`config.mk`:
```
export PLATFORM = sky130hd
export DESIGN_NAME = fetch_control
export DESIGN_NICKNAME = d
export VERILOG_FILES = /design/src/fetch_pkg.sv /design/src/fetch_control.sv
export SDC_FILE = /design/constraint.sdc
export NUM_CORES = 1
export LEC_CHECK = 0
export ABC_AREA = 1
export BUFFER_PORTS_ARGS = -buffer_cell sky130_fd_sc_hd__buf_2
export CAP_MARGIN = 40
export CORE_UTILIZATION = 35
export CTS_BUF_LIST = sky130_fd_sc_hd__clkbuf_8
export CTS_CLUSTER_SIZE = 40
export DETAILED_ROUTE_END_ITERATION = 8
export PLACE_DENSITY = 0.55
export SYNTH_ARGS = -nofsm -noshare
export SYNTH_HDL_FRONTEND = slang
export SYNTH_SLANG_ARGS = --single-unit
```
`constraint.sdc`:
```
create_clock -name clock -period 6.5 [get_ports clock]
set_clock_uncertainty 0.05 [all_clocks]
set_input_delay 0.325 -clock clock [delete_from_list [all_inputs] [get_ports clock]]
set_output_delay 0.325 -clock clock [all_outputs]
set_load 0.1 [all_outputs]
```
`src/fetch_pkg.sv`:
```
package fetch_pkg;

	// Fetch address after reset
	localparam logic [31:0] reset_pc = 32'h3000_0000;

	// Cache geometry of 16 lines by 8 words
	localparam int line_words       = 8;
	localparam int line_offset_bits = 5;
	localparam int index_bits       = 4;
	localparam int tag_bits         = 32 - index_bits - line_offset_bits;

	// Derived sizes
	localparam int word_bits = line_offset_bits - 2; // Word select within a line
	localparam int num_lines = 1 << index_bits;

	// Fetch FSM
	typedef enum logic [1:0] {
		fetch_issue,  // Present PC to cache
		fetch_lookup, // Waiting on lookup result
		fetch_refill, // Waiting on refill_done
		fetch_hold    // Output valid
	} fetch_state_t;

	// Refill FSM
	typedef enum logic [1:0] {
		refill_idle,
		refill_addr, // Address phase
		refill_data  // Beat phase
	} refill_state_t;

endpackage

```
`src/fetch_control.sv`:
```
`timescale 1ns/1ps

module fetch_control import fetch_pkg::*; (
	input  logic        clock,
	input  logic        reset,
	input  logic        lookup_done,
	input  logic        lookup_hit,
	input  logic [31:0] lookup_word,
	input  logic        refill_done,
	input  logic [31:0] refill_word,
	input  logic        redirect,
	input  logic [31:0] redirect_pc,
	input  logic        inst_ready,
	output logic        lookup_valid,
	output logic [31:0] lookup_pc,
	output logic        miss_start,
	output logic [31:0] miss_pc,
	output logic [31:0] inst,
	output logic [31:0] inst_pc,
	output logic        inst_valid
);

	fetch_state_t state;

	logic [31:0] pc;
	logic        discard;   // Redirect seen during refill
	logic [31:0] target;    // Its target
	logic        load_hit;
	logic        load_refill;

	assign load_hit    = (state == fetch_lookup) && lookup_done && lookup_hit && !redirect;
	assign load_refill = (state == fetch_refill) && refill_done && !redirect && !discard;
	assign miss_start  = (state == fetch_lookup) && lookup_done && !lookup_hit && !redirect;

	always_ff @(posedge clock) begin
		if (reset) begin
			state   <= fetch_issue;
			pc      <= reset_pc;
			discard <= 1'b0;
		end else begin
			case (state)
				fetch_issue: begin
					if (redirect)
						pc <= redirect_pc; // Stale lookup result is ignored
					else
						state <= fetch_lookup;
				end
				fetch_lookup: begin
					if (redirect) begin
						pc    <= redirect_pc;
						state <= fetch_issue;
					end else if (lookup_done) begin
						state <= lookup_hit ? fetch_hold : fetch_refill;
					end
				end
				fetch_refill: begin
					if (refill_done) begin
						if (redirect)
							pc <= redirect_pc;
						else if (discard)
							pc <= target;
						state   <= (redirect || discard) ? fetch_issue : fetch_hold;
						discard <= 1'b0;
					end else if (redirect) begin
						discard <= 1'b1; // Let the line finish filling
					end
				end
				fetch_hold: begin
					if (redirect) begin
						pc    <= redirect_pc;
						state <= fetch_issue;
					end else if (inst_ready) begin
						pc    <= pc + 32'd4;
						state <= fetch_issue;
					end
				end
				default: state <= fetch_issue;
			endcase
		end
	end

	always_ff @(posedge clock) begin
		if (state == fetch_refill && redirect)
			target <= redirect_pc; // Latest redirect wins
		if (load_hit) begin
			inst    <= lookup_word;
			inst_pc <= pc;
		end else if (load_refill) begin
			inst    <= refill_word;
			inst_pc <= pc;
		end
	end

	assign lookup_valid = (state == fetch_issue);
	assign lookup_pc    = pc;
	assign miss_pc      = pc;
	assign inst_valid   = (state == fetch_hold);

endmodule

```
**Word level (Yosys, flattened, before mapping)**

Cells that the tools add are included.

- $add $sub $neg: 1
- Reduce and logical (&&, ||, !) cells: 20
- Equality and inequality tests: 9
- Multiplexer cells: 22

Operators by type and width:

| operator | number |
|---|---|
| two-way mux 32 bit | 10 |
| case mux 32 bit (3 select lines) | 1 |
| adder 32 x 3 -> 32 bit (second input constant) | 1 |
| two-way mux 2 bit | 7 |
| logical AND 1 bit | 9 |
| != test 3 bit (second input constant) | 3 |
| case mux 2 bit (4 select lines) | 1 |
| AND reduction 4 bit | 2 |
| == test 2 bit (second input constant) | 2 |
| != test 2 bit (second input constant) | 2 |
| nonzero test 2 bit | 2 |
| zero test 1 bit | 3 |
| two-way mux 1 bit | 3 |
| == test 2 x 1 -> 1 bit (second input constant) | 1 |
| zero test 2 bit | 1 |
| != test 2 x 1 -> 1 bit (second input constant) | 1 |
| AND reduction 2 bit | 1 |
| OR reduction 2 bit | 1 |
| logical OR 1 bit | 1 |

- Output and inout bits: 131
- Register bits after elaboration: 131
- Input bits: 103
- Logic and storage cells: 58

**Depth between registers and ports, before layout**

- Depth in word-level cells: 6
- Depth in mapped cells: 13
- Depth with buffers taken out: 13

**Worst setup path before layout**

Ideal clock, no wire load.

- Kind: register to register
- Start: register state[1]
- End: register inst[0], enable pin
- Setup slack: 0.646 ns
- Required time: 5.875 ns
- Cell stages (with the launch flop): 5
- Path buffers: 0
- Library setup time: 0.575 ns
- Arrival time: 5.229 ns
- Clock period less this slack: 5.854 ns
- Path through: dfxtp_1 > inv_2 > nor2_4 > nand2_2 > o21ai_0

- Cells in the longest elaborated chain, start to end: 5
- Elaborated cells on any way between the ends: 9
- Classes of those cells: 2 x eq/ne; 7 x reduce/logical

Ends and longest elaborated chain:

| what | RTL line | source |
|---|---|---|
| start, declared | fetch_control.sv:23 | `fetch_state_t state;` |
| start signal, assigned | fetch_control.sv:37 | `state <= fetch_issue;` |
| start signal, assigned | fetch_control.sv:46 | `state <= fetch_lookup;` |
| start signal, assigned | fetch_control.sv:51 | `state <= fetch_issue;` |
| == test 2 x 1 -> 1 bit or == test 2 bit (tied branches) | fetch_control.sv:31, fetch_control.sv:32 |  |
| logical AND 1 bit, on equally long branches (3 in a row) | fetch_control.sv:31, fetch_control.sv:32 |  |
| nonzero test 2 bit (no source line) (*) | - |  |
| end signal, assigned | fetch_control.sv:86 | `inst <= lookup_word;` |
| end signal, assigned | fetch_control.sv:89 | `inst <= refill_word;` |
| end, declared | fetch_control.sv:18 | `output logic [31:0] inst,` |

Every way passes the cells marked *; elsewhere a longest branch is shown, timed or not.
A chain may end at the register's enable or synchronous reset.

**Worst setup path in the final report**

- Start: register state[1]
- End: register target[9], enable pin

- Cells in the longest elaborated chain, start to end: 2

Ends and longest elaborated chain:

| what | RTL line | source |
|---|---|---|
| == test 2 bit | fetch_control.sv:83 | `if (state == fetch_refill && redirect)` |
| logical AND 1 bit | fetch_control.sv:83 |  |
| end signal, assigned | fetch_control.sv:84 | `target <= redirect_pc;` |
| end, declared | fetch_control.sv:27 | `logic [31:0] target;` |

No other way between the ends.

==> run summary <==
outcome: completed
I/O pin count: 234
# Post-CTS Setup Buffers: 0
first-pass GRT wire length: 29,370 microns
Yosys top cell by area: edfxtp_1
via/cell ratio: 4.723
Die ar.: 19,890 sq um
critical path arrival: 3.07 ns
Synth Flop Type: edfxtp_1
Gate power share: 0.283
top-area cell type share of the netlist area: 0.4260
min Tclk post-route: 2.987 ns
internal power: 0.001456 W
Achievable Freq: 334.8 MHz
Core Area: 18,830 sq um
layout cells sized above 1: 0.3733
Post-Syn Area: 6766 sq um
Die Span Y: 141.0 microns
sequential share of power: 0.412
Max Buffers Root-to-Sink: 2
worst path buffer plus inverter count: 3
R2R Setup Slk: 3.51 ns
antenna violations before repair: 0
clock-pin slew on the worst setup and hold paths: 0.08 ns
gpl congestion: 0.8297
Final ANT Viol Nets: 0
largest net degree at the start of global routing: 56
WP data required: 6.58 ns
number of synthesized flops with an enable pin: 96
VDD IR max: 0.1263 mV
total power draw: 0.002424 W
Clk pwr share: 0.305
WL/cell: 15.74 microns
# port buffers: 233
post-synth net total: 814
# setup viols final: 0
Ant. Diodes: 0
Static Leak: 3.567 nW
Crit Path Max Fanout: 22
final-report hold violation count: 0
Final WS setup: 3.513 ns
slowest CP cell: nor2_2
Synth cell types: 39
Worst Setup Path Type: reg2reg
P&R area growth vs syn: 25.50%
syn_area_per_cell: 9.530 sq um
most used cell, CP: inv_2
later-pin clock latency in the skew report: 0.46 ns
H-tree depth: 4
RSZ-0062 raised after global routing: false
clk sinks: 131
initial DRC count: 252
slowest cell delay on critical path: 0.74 ns
CP delay by family, top: simple AND/OR/NAND/NOR gates
Critical Path, Cell by Cell: inv_2 -> nor2_4 -> inv_2 -> nor2_2 -> buf_4
Mapped Cells: 710
Synth area leaders: edfxtp_1, nand2_1, dfxtp_1
CTS root buf: clkbuf_8
1st-pass router iterations: 4
final net count: 1,026
Yosys warning count: 0
Cell Pwr Density: 285.5 nW/um^2
Max-slew headroom: 0.4218
asr flop ratio synth: 0
sequential share of the synthesized area: 0.5296
Resize count post-CTS: 0
Chip Width: 141.0 microns
num rows: 50
post-DP HPWL: 13,270 microns
Setup TNS: 0 ns
CP Launch Type: flop
fin crit share: 0.4596
HP Class: in2reg
CTS Hold Bufs: 13
Tot GR Track Use: 0.1929
placed insts: 1,150
CTS Buf Count: 17
hold_ws: 0.02661 ns
Switching Share: 0.3992
Place WS: 3.490 ns
number of remaining DRC errors: 0
global route overflow: 0
TritonCTS clock tree: built
max-slew violations: 0
via count: 5,644
P_sw: 0.0009676 W
Starting Density: 0.3593
CP endpoint kind: flop
vias in the first global route: 5,551
slew of the pin with the lowest slew margin: 0.8664 ns
#FFs+latches synth: 131
max_cap viols: 0
drt total wl: 18,810 microns
# fillers: 1,869
Cell Count, Final, Fillers Out: 1,195
## cell type report
class	count	area (sq um)	area share
Clock inverter	15	181.4	0.02136
Tap cell	260	325.3	0.03831
Timing Repair Buffer	252	1361	0.1603
Clock buffer	17	234.0	0.02755
Multi-Input combinational cell	494	2706	0.3187
Inverter	26	100.1	0.01179
Sequential cell	131	3583	0.4220
## power by group through the flow
stage          Clock, W  Sequential, W  Combinational, W
2_1_floorplan         0        0.00124          0.000354
3_3_place_gp          0        0.00102          0.000677
3_5_place_dp          0        0.00102          0.000680
4_1_cts        0.000760        0.00100          0.000688
5_1_grt        0.000794        0.00101          0.000717
6_report       0.000740       0.000999          0.000685
## Yosys cell counts, drive strengths merged (3+ instances only)
master	instances
o21ai	46
clkbuf	11
buf	48
nor2	69
dfxtp	35
nand2	224
inv	26
a32o	3
mux2	32
nand3b	11
edfxtp	96
nand3	13
a211oi	14
a21oi	68
## metal layers
metal,share of wire,GRT usage,up-vias
li1,-,-,2831
met1,0.46,0.2419,2604
met2,0.47,0.3252,190
met3,0.055,0.04518,19
met4,0.016,0.06636,0
met5,0,0,-
## stage by stage
step             util  cell area, sq um
2_1_floorplan       -              6766
3_3_place_gp   0.4201              7911
3_5_place_dp   0.4220              7946
4_1_cts        0.4510              8492
5_1_grt        0.4510              8492
6_report       0.4510              8492
## sequential cells by signal, summed over array words and instances, names as in the netlist
signal     count
state          2
target        32
discard        1
inst          32
inst_pc       32
lookup_pc     32
## cell families after synthesis
kind of cell | share of synthesized area
AND/OR/NAND/NOR | 0.1999
AO/OA/AOI/OAI | 0.1230
flip-flops | 0.5296
buffers and inverters | 0.07249
multiplexers | 0.06934
XOR/XNOR | 0.003884
adder cells (fa/ha/maj) | 0.001849
## cell usage in the layout (no fill, tap or decap), drive strengths merged, types with 2 or more instances in the layout
| master | n |
|---|---|
| buf | 239 |
| nand2 | 224 |
| edfxtp | 96 |
| nor2 | 69 |
| a21oi | 68 |
| o21ai | 46 |
| dfxtp | 35 |
| mux2 | 32 |
| inv | 30 |
| clkbuf | 17 |
| a211oi | 14 |
| dlygate4sd3 | 13 |
| nand3 | 13 |
| nand3b | 11 |
| clkinv | 5 |
| a32o | 3 |
| clkinvlp | 3 |
| bufinv | 3 |
| a31oi | 2 |
| xnor2 | 2 |
| or2 | 2 |
## worst paths after layout
path              cells past startpoint            start      endpoint
setup reg to reg                      5         state[1]     target[9]
hold / removal                        1  redirect_pc[19]    target[19]
setup / recovery                      5         state[1]     target[9]
hold reg to reg                       2     lookup_pc[1]  lookup_pc[1]
(Power assumes the default switching activity.)
