`src/fetch_pkg.sv`:
```
package fetch_pkg;

	// Fetch address after reset
	localparam logic [31:0] reset_pc = 32'h3000_0000;

	// Cache geometry of 16 lines by 8 words
	localparam int line_words       = 8;
	localparam int line_offset_bits = 5;
	localparam int index_bits       = 4;
	localparam int tag_bits         = 32 - index_bits - line_offset_bits;

	// Derived sizes
	localparam int word_bits = line_offset_bits - 2; // Word select within a line
	localparam int num_lines = 1 << index_bits;

	// Fetch FSM
	typedef enum logic [1:0] {
		fetch_issue,  // Present PC to cache
		fetch_lookup, // Waiting on lookup result
		fetch_refill, // Waiting on refill_done
		fetch_hold    // Output valid
	} fetch_state_t;

	// Refill FSM
	typedef enum logic [1:0] {
		refill_idle,
		refill_addr, // Address phase
		refill_data  // Beat phase
	} refill_state_t;

endpackage

```
`src/refill_engine.sv`:
```
`timescale 1ns/1ps

module refill_engine import fetch_pkg::*; (
	input  logic        clock,
	input  logic        reset,
	input  logic        miss_start,
	input  logic [31:0] miss_pc,
	input  logic        mem_arready,
	input  logic [31:0] mem_rdata,
	input  logic        mem_rvalid,
	input  logic        mem_rlast,
	output logic [31:0] mem_araddr,
	output logic        mem_arvalid,
	output logic        fill_we,
	output logic [31:0] fill_addr,
	output logic [31:0] fill_data,
	output logic        fill_last,
	output logic        refill_done,
	output logic [31:0] refill_word
);

	refill_state_t state;

	logic [31:0]          line_base;
	logic [word_bits-1:0] want_offset; // Word the fetch is waiting for
	logic [word_bits-1:0] beat_cnt;

	always_ff @(posedge clock) begin
		if (reset) begin
			state       <= refill_idle;
			beat_cnt    <= '0;
			refill_done <= 1'b0;
		end else begin
			refill_done <= 1'b0;
			case (state)
				refill_idle: begin
					if (miss_start)
						state <= refill_addr;
				end
				refill_addr: begin
					if (mem_arready) begin
						state    <= refill_data;
						beat_cnt <= '0;
					end
				end
				refill_data: begin
					if (mem_rvalid) begin
						beat_cnt <= beat_cnt + 1'b1;
						if (mem_rlast) begin
							state       <= refill_idle;
							refill_done <= 1'b1;
						end
					end
				end
				default: state <= refill_idle;
			endcase
		end
	end

	always_ff @(posedge clock) begin
		if (state == refill_idle && miss_start) begin
			line_base   <= {miss_pc[31:line_offset_bits], {line_offset_bits{1'b0}}};
			want_offset <= miss_pc[2 +: word_bits];
		end
		if (fill_we && beat_cnt == want_offset)
			refill_word <= mem_rdata;
	end

	// Burst address held until accepted
	assign mem_arvalid = (state == refill_addr);
	assign mem_araddr  = line_base;

	// Every beat goes straight into the array
	assign fill_we   = (state == refill_data) && mem_rvalid;
	assign fill_addr = {line_base[31:line_offset_bits], beat_cnt, 2'b00};
	assign fill_data = mem_rdata;
	assign fill_last = fill_we && mem_rlast;

endmodule

```
`config.mk`:
```
export PLATFORM = sky130hd
export DESIGN_NAME = refill_engine
export DESIGN_NICKNAME = d
export VERILOG_FILES = /design/src/fetch_pkg.sv /design/src/refill_engine.sv
export SDC_FILE = /design/constraint.sdc
export NUM_CORES = 1
export LEC_CHECK = 0
export BUFFER_PORTS_ARGS = -buffer_cell sky130_fd_sc_hd__buf_2
export CAP_MARGIN = 10
export CORE_ASPECT_RATIO = 1.25
export CORE_MARGIN = 3
export CORE_UTILIZATION = 43
export DETAILED_ROUTE_END_ITERATION = 8
export GPL_TIMING_DRIVEN = 0
export PLACE_DENSITY = 0.84
export SETUP_SLACK_MARGIN = 0.5
export SKIP_LAST_GASP = 1
export SYNTH_ARGS = -nofsm -noshare
export SYNTH_HDL_FRONTEND = slang
export SYNTH_SLANG_ARGS = --single-unit
```
`constraint.sdc`:
```
create_clock -name clock -period 8.9 [get_ports clock]
set_input_delay 0.89 -clock clock [delete_from_list [all_inputs] [get_ports clock]]
set_output_delay 0.89 -clock clock [all_outputs]
set_load 0.01 [all_outputs]
```
Word level (Yosys, flattened, before mapping)
Cells that the tools add are included.

word-level totals
  bits in registers = 68
  input port bits = 70
  output and inout bits = 132
  word-level logic and storage cells = 34

operators by class
  add/subtract/negate cells = 1
  equality and inequality tests = 7
  multiplexer cells = 9
  bitwise logic cells = 2
  reductions and logical operators = 9

operator list
  operator               number
  $mux W2                4
  $ne A2 B2 Y1 const B   4
  $mux W3                2
  $pmux W2 S3            1
  $pmux W3 S2            1
  $logic_and A1 B1 Y1    4
  $reduce_and A4 Y1      1
  $add A3 B1 Y3 const B  1
  $eq A3 B3 Y1           1
  $reduce_and A3 Y1      1
  $reduce_or A3 Y1       1
  $eq A2 B1 Y1 const B   1
  $eq A2 B2 Y1 const B   1
  $logic_not A2 Y1       1
  $not A1 Y1             2
  $reduce_bool A2 Y1     1
  $mux W1                1

Depth between registers and ports, before layout
Gate-level depths: netlist of run 1.

  word-level depth = 3
  gate-level depth with buffers = 5

Worst setup path after synthesis of run 1
Ideal clock, no wire load.

  path type = input to register
  start point = input port mem_rvalid
  end point = register refill_word[0] (enable)
  setup time = 0.502 ns
  arrival time = 4.173 ns
  path slack = 4.226 ns
  cell stages on the path = 2
  path through = nand3b_4 -> nor4_1

on the way
  longest elaborated chain between the ends = 2

RTL lines
  element               RTL line             text
  from (decl)           refill_engine.sv:10  input logic mem_rvalid,
  $logic_and A1 B1 Y1   refill_engine.sv:74  assign fill_we = (state == refill_data) && mem_rvalid;
  $logic_and A1 B1 Y1   refill_engine.sv:65  if (fill_we && beat_cnt == want_offset)
  to (signal assigned)  refill_engine.sv:66  refill_word <= mem_rdata;
  to (decl)             refill_engine.sv:19  output logic [31:0] refill_word

Every way passes these cells.
A chain may end at the register's enable or synchronous reset.

Worst setup path in the final report of run 1
  start point = input port mem_rvalid
  end point = register refill_word[18] (enable)

Same word-level chain as after synthesis.

==> results of run 1 <==
through the flow:
step	std cells	hold WS, ps	power, mW	cell area (um2)	util
6_report	466	548	0.727	4050	0.683
5_1_grt	466	600	0.760	4050	0.683
4_1_cts	466	547	0.735	4050	0.683
3_5_place_dp	450	534	0.468	3840	0.646
3_3_place_gp	446	525	0.464	3790	0.639
2_1_floorplan	172	514	0.422	2730	-
routing by layer:
metal / routed length, um / share of wire / up-vias / track usage
li1: - / - / 938 / -
met1: 2300 / 0.36 / 850 / 0.188
met2: 3110 / 0.49 / 151 / 0.287
met3: 825 / 0.13 / 15 / 0.0716
met4: 131 / 0.021 / 2 / 0.0770
met5: 9 / 0.0014 / - / 0
cell families (layout without fill, tap and decap cells):
group	Yosys count	after routing	share of synthesized area
compound gates	7	7	0.0148
fa+ha+maj	1	1	0.00463
simple gates	17	17	0.0477
flops	68	68	0.733
other cells	1	7	0.00139
buf+inv	69	281	0.189
xor+xnor	3	3	0.00972
area by class of cell:
| cell class | count | area, um2 |
|---|---|---|
| Clock inverter | 7 | 91.3 |
| Clock buffer | 9 | 124 |
| Tap cell | 82 | 103 |
| Sequential cell | 68 | 1980 |
| Multi-Input combinational cell | 35 | 243 |
| Timing Repair Buffer | 196 | 998 |
| Buffer | 67 | 503 |
| Fill cell | 437 | 1880 |
| Inverter | 2 | 7.51 |
critical path: cells and delay by family:
kind          cells  cell delay (ps)
simple gates      2              950
buf+inv           4              860
placed cells by master, fill, tap and decap left out, drive strengths merged, types with 2 or more instances in the layout:
cell type,n
nor2,2
a21oi,5
buf,263
nand3b,2
clkbuf,9
edfxtp,62
inv,2
conb,7
clkinv,2
nand4b,2
nand2,3
xor2,3
clkinvlp,3
nand2b,2
bufinv,2
dfxtp,6
nor4,2
flip-flops by register name (all words and copies together), names as in the netlist:
name         count
refill_done      1
mem_araddr      27
refill_word     32
beat_cnt         3
state            2
want_offset      3
report_power, final:
part	switching (mW)	leakage [nW]	internal, mW
Sequential	0.00566	0.624	0.362
Combinational	0.0424	1.24	0.0505
Clock	0.111	0.0989	0.156
path summary, 6_finish.rpt:
check	end	slack, ps	cells after the start
min	beat_cnt[2]	550	1
max	refill_word[18]	6240	6
min reg2reg	beat_cnt[2]	550	1
max reg2reg	refill_word[18]	6480	5
==> metrics.yaml, run 1 <==
fin_crit_ps: 2660
vias_per_cell: 4.20
path_cells: "buf_2, nand3b_4, nor4_2, buf_4, buf_4, buf_4"
synthArstFlopShare: 0
clk_path_buf_depth: 2
cp_common_cell: "buf_4"
avgSynthCellArea_um2: 16.3
hold_viol: 0
drive_gt1_frac: 0.740
crit_start: "mem_rvalid"
area_delta_synth_final_pct: 49.8
slowest_delay_ps: 840
rsz0062_at_grt: "false"
die_w_um: 76.9
min_period_over_period: 0.299
vias: 1956
cts_root_buf: "clkbuf_8"
cts_buffers: 9
worst_pin_slew_ps: 945
hp-class: "register to register"
place_ws_ps: 5830
cp.arrival_ps: 2710
grt_max_degree: 22
clk_pin_slew_ps: 80
tns_ps: 0
r2r_start: "state[0]"
nets: 450
cp.required_ps: 8950
cts.sinks: 68
boundaryPins: 202
coreArea_um2: 5930
post_cts_buffers: 0
p_leak_nw: 1.96
slew_violations: 0
hp-start: "beat_cnt[2]"
drt-pass1-iter-count: 4
ys_top_cells_by_area: "edfxtp_1 (69%), buf_4 (19%), dfxtp_1 (4.4%), xor2_1 (0.97%), a21oi_1 (0.93%)"
setup.worst_path.end_class: "register"
grt_pass1_vias: 1912
synth_cell_types: 22
critPathKind: "input port to register"
place.gp.congestion: 0.788
ys.flop_type: "edfxtp_1"
synth_seq_cells: 68
ys_top_cells_by_count: "buf_4 (67), edfxtp_1 (62), dfxtp_1 (6)"
synth.top_cell.area_share: 0.689
synth_area_um2: 2700
antenna_cells: 0
cts-htree-levels: 3
cts_resized: 0
drtIter0Drc: 81
cap_viol_max_count: 0
path_max_fanout: 10
fin_ws_ps: 6240
synth_top_area_cell: "edfxtp_1"
gr-usage-all-layers: 0.170
crit_path_start_kind: "input port"
max_freq_ghz: 0.376
grt_pass1_wl_um: 9380
setup_viol: 0
drt-total-wl_um: 6370
skew_ps: 13.5
crit_slowest_cell: "nor4_2"
synth_warnings: 0
status: "finished clean"
initial_core_util: 0.456
wl_per_cell_um: 13.7
grt-ovfl-total: 0
netlist_instances: 166
max_slew_margin: 0.365
ir_drop_v: 0.000117
synth.most_common_cell: "buf_4"
dieArea_um2: 7280
tritoncts: "built"
drc: 0
synth-edff-count: 62
die_h_um: 94.7
ant_nets: 0
ys_seq_area_frac: 0.733
antenna_found_initial: 1
power.density_nw_per_um2: 179
worstSkewPairLatency_ps: 330
post-dp-hpwl_um: 5230
rows: 31
portBuffers: 192
hold_buffers: 0
No activity file was read; power rests on OpenSTA's default activity.
==> inputs of run 2 (changes only) <==
Settings changed: CORE_UTILIZATION 43 to 40, PLACE_DENSITY 0.84 to 0.79.
Clock period 8.9 ns to 2.5 ns, I/O delays scaled along.
==> metrics.yaml, run 2 (same netlist as run 1, synthesis figures left out) <==
status: "finished clean"
cts_buffers: 9
drt-total-wl_um: 6360
antenna_found_initial: 0
setup_viol: 0
cts.sinks: 68
critPathKind: "register to register"
skew_ps: 12.1
fin_crit_ps: 1850
cp-endpoint: "refill_word[5]"
r2r_start: "want_offset[1]"
cap_viol_max_count: 0
coreArea_um2: 6370
post_cts_buffers: 0
hold_viol: 0
p_comb_frac: 0.127
cp.arrival_ps: 1910
top_register: "refill_word"
power.density_nw_per_um2: 641
min_path_cells: 1
swShare: 0.223
layout_common_cells: "buf_2 (192), buf_4 (67), edfxtp_1 (62)"
fin_area_um2: 4070
grt_pass1_vias: 2036
fillers: 491
cts_resized: 0
ant_nets: 0
place.gp.congestion: 0.719
vias: 2006
drc: 0
crit_path_start_kind: "register"
path_max_fanout: 17
min_period_over_period: 0.742
worstSkewPairLatency_ps: 340
initial_core_util: 0.425
drive_gt1_frac: 0.742
area_delta_synth_final_pct: 50.5
seq_power_share: 0.502
setup.worst_path.end_class: "register"
clkPwrFrac: 0.371
cts-htree-levels: 3
gr-usage-all-layers: 0.165
r2r_end: "refill_word[5]"
vias_per_cell: 4.29
rsz0062_at_grt: "false"
boundaryPins: 202
worst_pin_slew_ps: 577
portBuffers: 192
die_h_um: 97.9
power.switching_mw: 0.582
multi_input_area_um2: 251
hold_buffers: 0
cts_root_buf: "clkbuf_8"
drt-pass1-iter-count: 3
crit_start: "want_offset[1]"
ir_drop_v: 0.000626
grt_max_degree: 22
grt-ovfl-total: 0
p_int_mw: 2.03
dieArea_um2: 7790
slew_violations: 0
mostFrequentLayoutCell: "buf_2"
clk_pin_slew_ps: 70
p_leak_nw: 1.97
worstRegToRegCells: 4
grt_pass1_wl_um: 9570
placed_area_um2: 3850
max_freq_ghz: 0.539
tritoncts: "built"
max_slew_margin: 0.613
clk_path_buf_depth: 2
rows: 32
nets: 449
hp-class: "input port to register"
post-dp-hpwl_um: 5170
wl_per_cell_um: 13.6
drtIter0Drc: 35
cp.required_ps: 2550
largest_reg_flops: 32
seq_area_um2: 1980
final_util: 0.639
reg2reg_slack_ps: 650
antenna_cells: 0
die_w_um: 79.5
==> run 2: how the worst min path moves through the flow <==
| stage | start | end | slack, ps |
|---|---|---|---|
| 6_report | miss_pc[16] | mem_araddr[16] | 80 |
| 5_1_grt | miss_pc[16] | mem_araddr[16] | 60 |
| 4_1_cts | miss_pc[16] | mem_araddr[16] | 60 |
| 3_5_place_dp | miss_pc[16] | mem_araddr[16] | 430 |
| 3_3_place_gp | miss_pc[12] | mem_araddr[12] | 430 |
| 2_1_floorplan | reset | refill_done | 310 |
==> run 2: metrics by stage <==
stage               setup slack [ps]  total power, mW  cells  hold slack (ps)  TNS, ps
floorplan                        374             1.50    172              314        0
global placement               -31.4             1.65    449              427     -939
detailed placement               614             1.67    452              428        0
CTS                              589             2.64    468             61.4        0
global route                     509             2.72    468             59.6        0
finish                           645             2.61    468             80.0        0
==> run 2: power by group through the flow <==
stage          Clock (mW)  Sequential (mW)  Combinational (mW)
3_3_place_gp            0             1.33               0.320
2_1_floorplan           0             1.35               0.155
6_report            0.967             1.31               0.331
3_5_place_dp            0             1.33               0.334
5_1_grt              1.05             1.31               0.360
4_1_cts             0.995             1.31               0.335
==> run 2: metal layers <==
| metal | global-route usage | up-vias | part of all wire |
|---|---|---|---|
| li1 | - | 939 | - |
| met1 | 0.152 | 905 | 0.31 |
| met2 | 0.298 | 148 | 0.52 |
| met3 | 0.0692 | 14 | 0.14 |
| met4 | 0.0913 | 0 | 0.030 |
| met5 | 0 | - | 0 |
==> run 2: cell type report <==
type | instances | area share
sequential | 68 | 0.487
timing repair buffer | 195 | 0.246
clock inverter | 7 | 0.0224
multi-input combinational | 35 | 0.0618
clock buffer | 9 | 0.0304
buffer | 67 | 0.124
inverter | 2 | 0.00185
tap | 85 | 0.0261
==> run 2: critical path: stages, from the launching register on <==
cell and delay, ps:
edfxtp_1 380, xor2_1 180, nor4_4 580, buf_8 250, buf_6 170
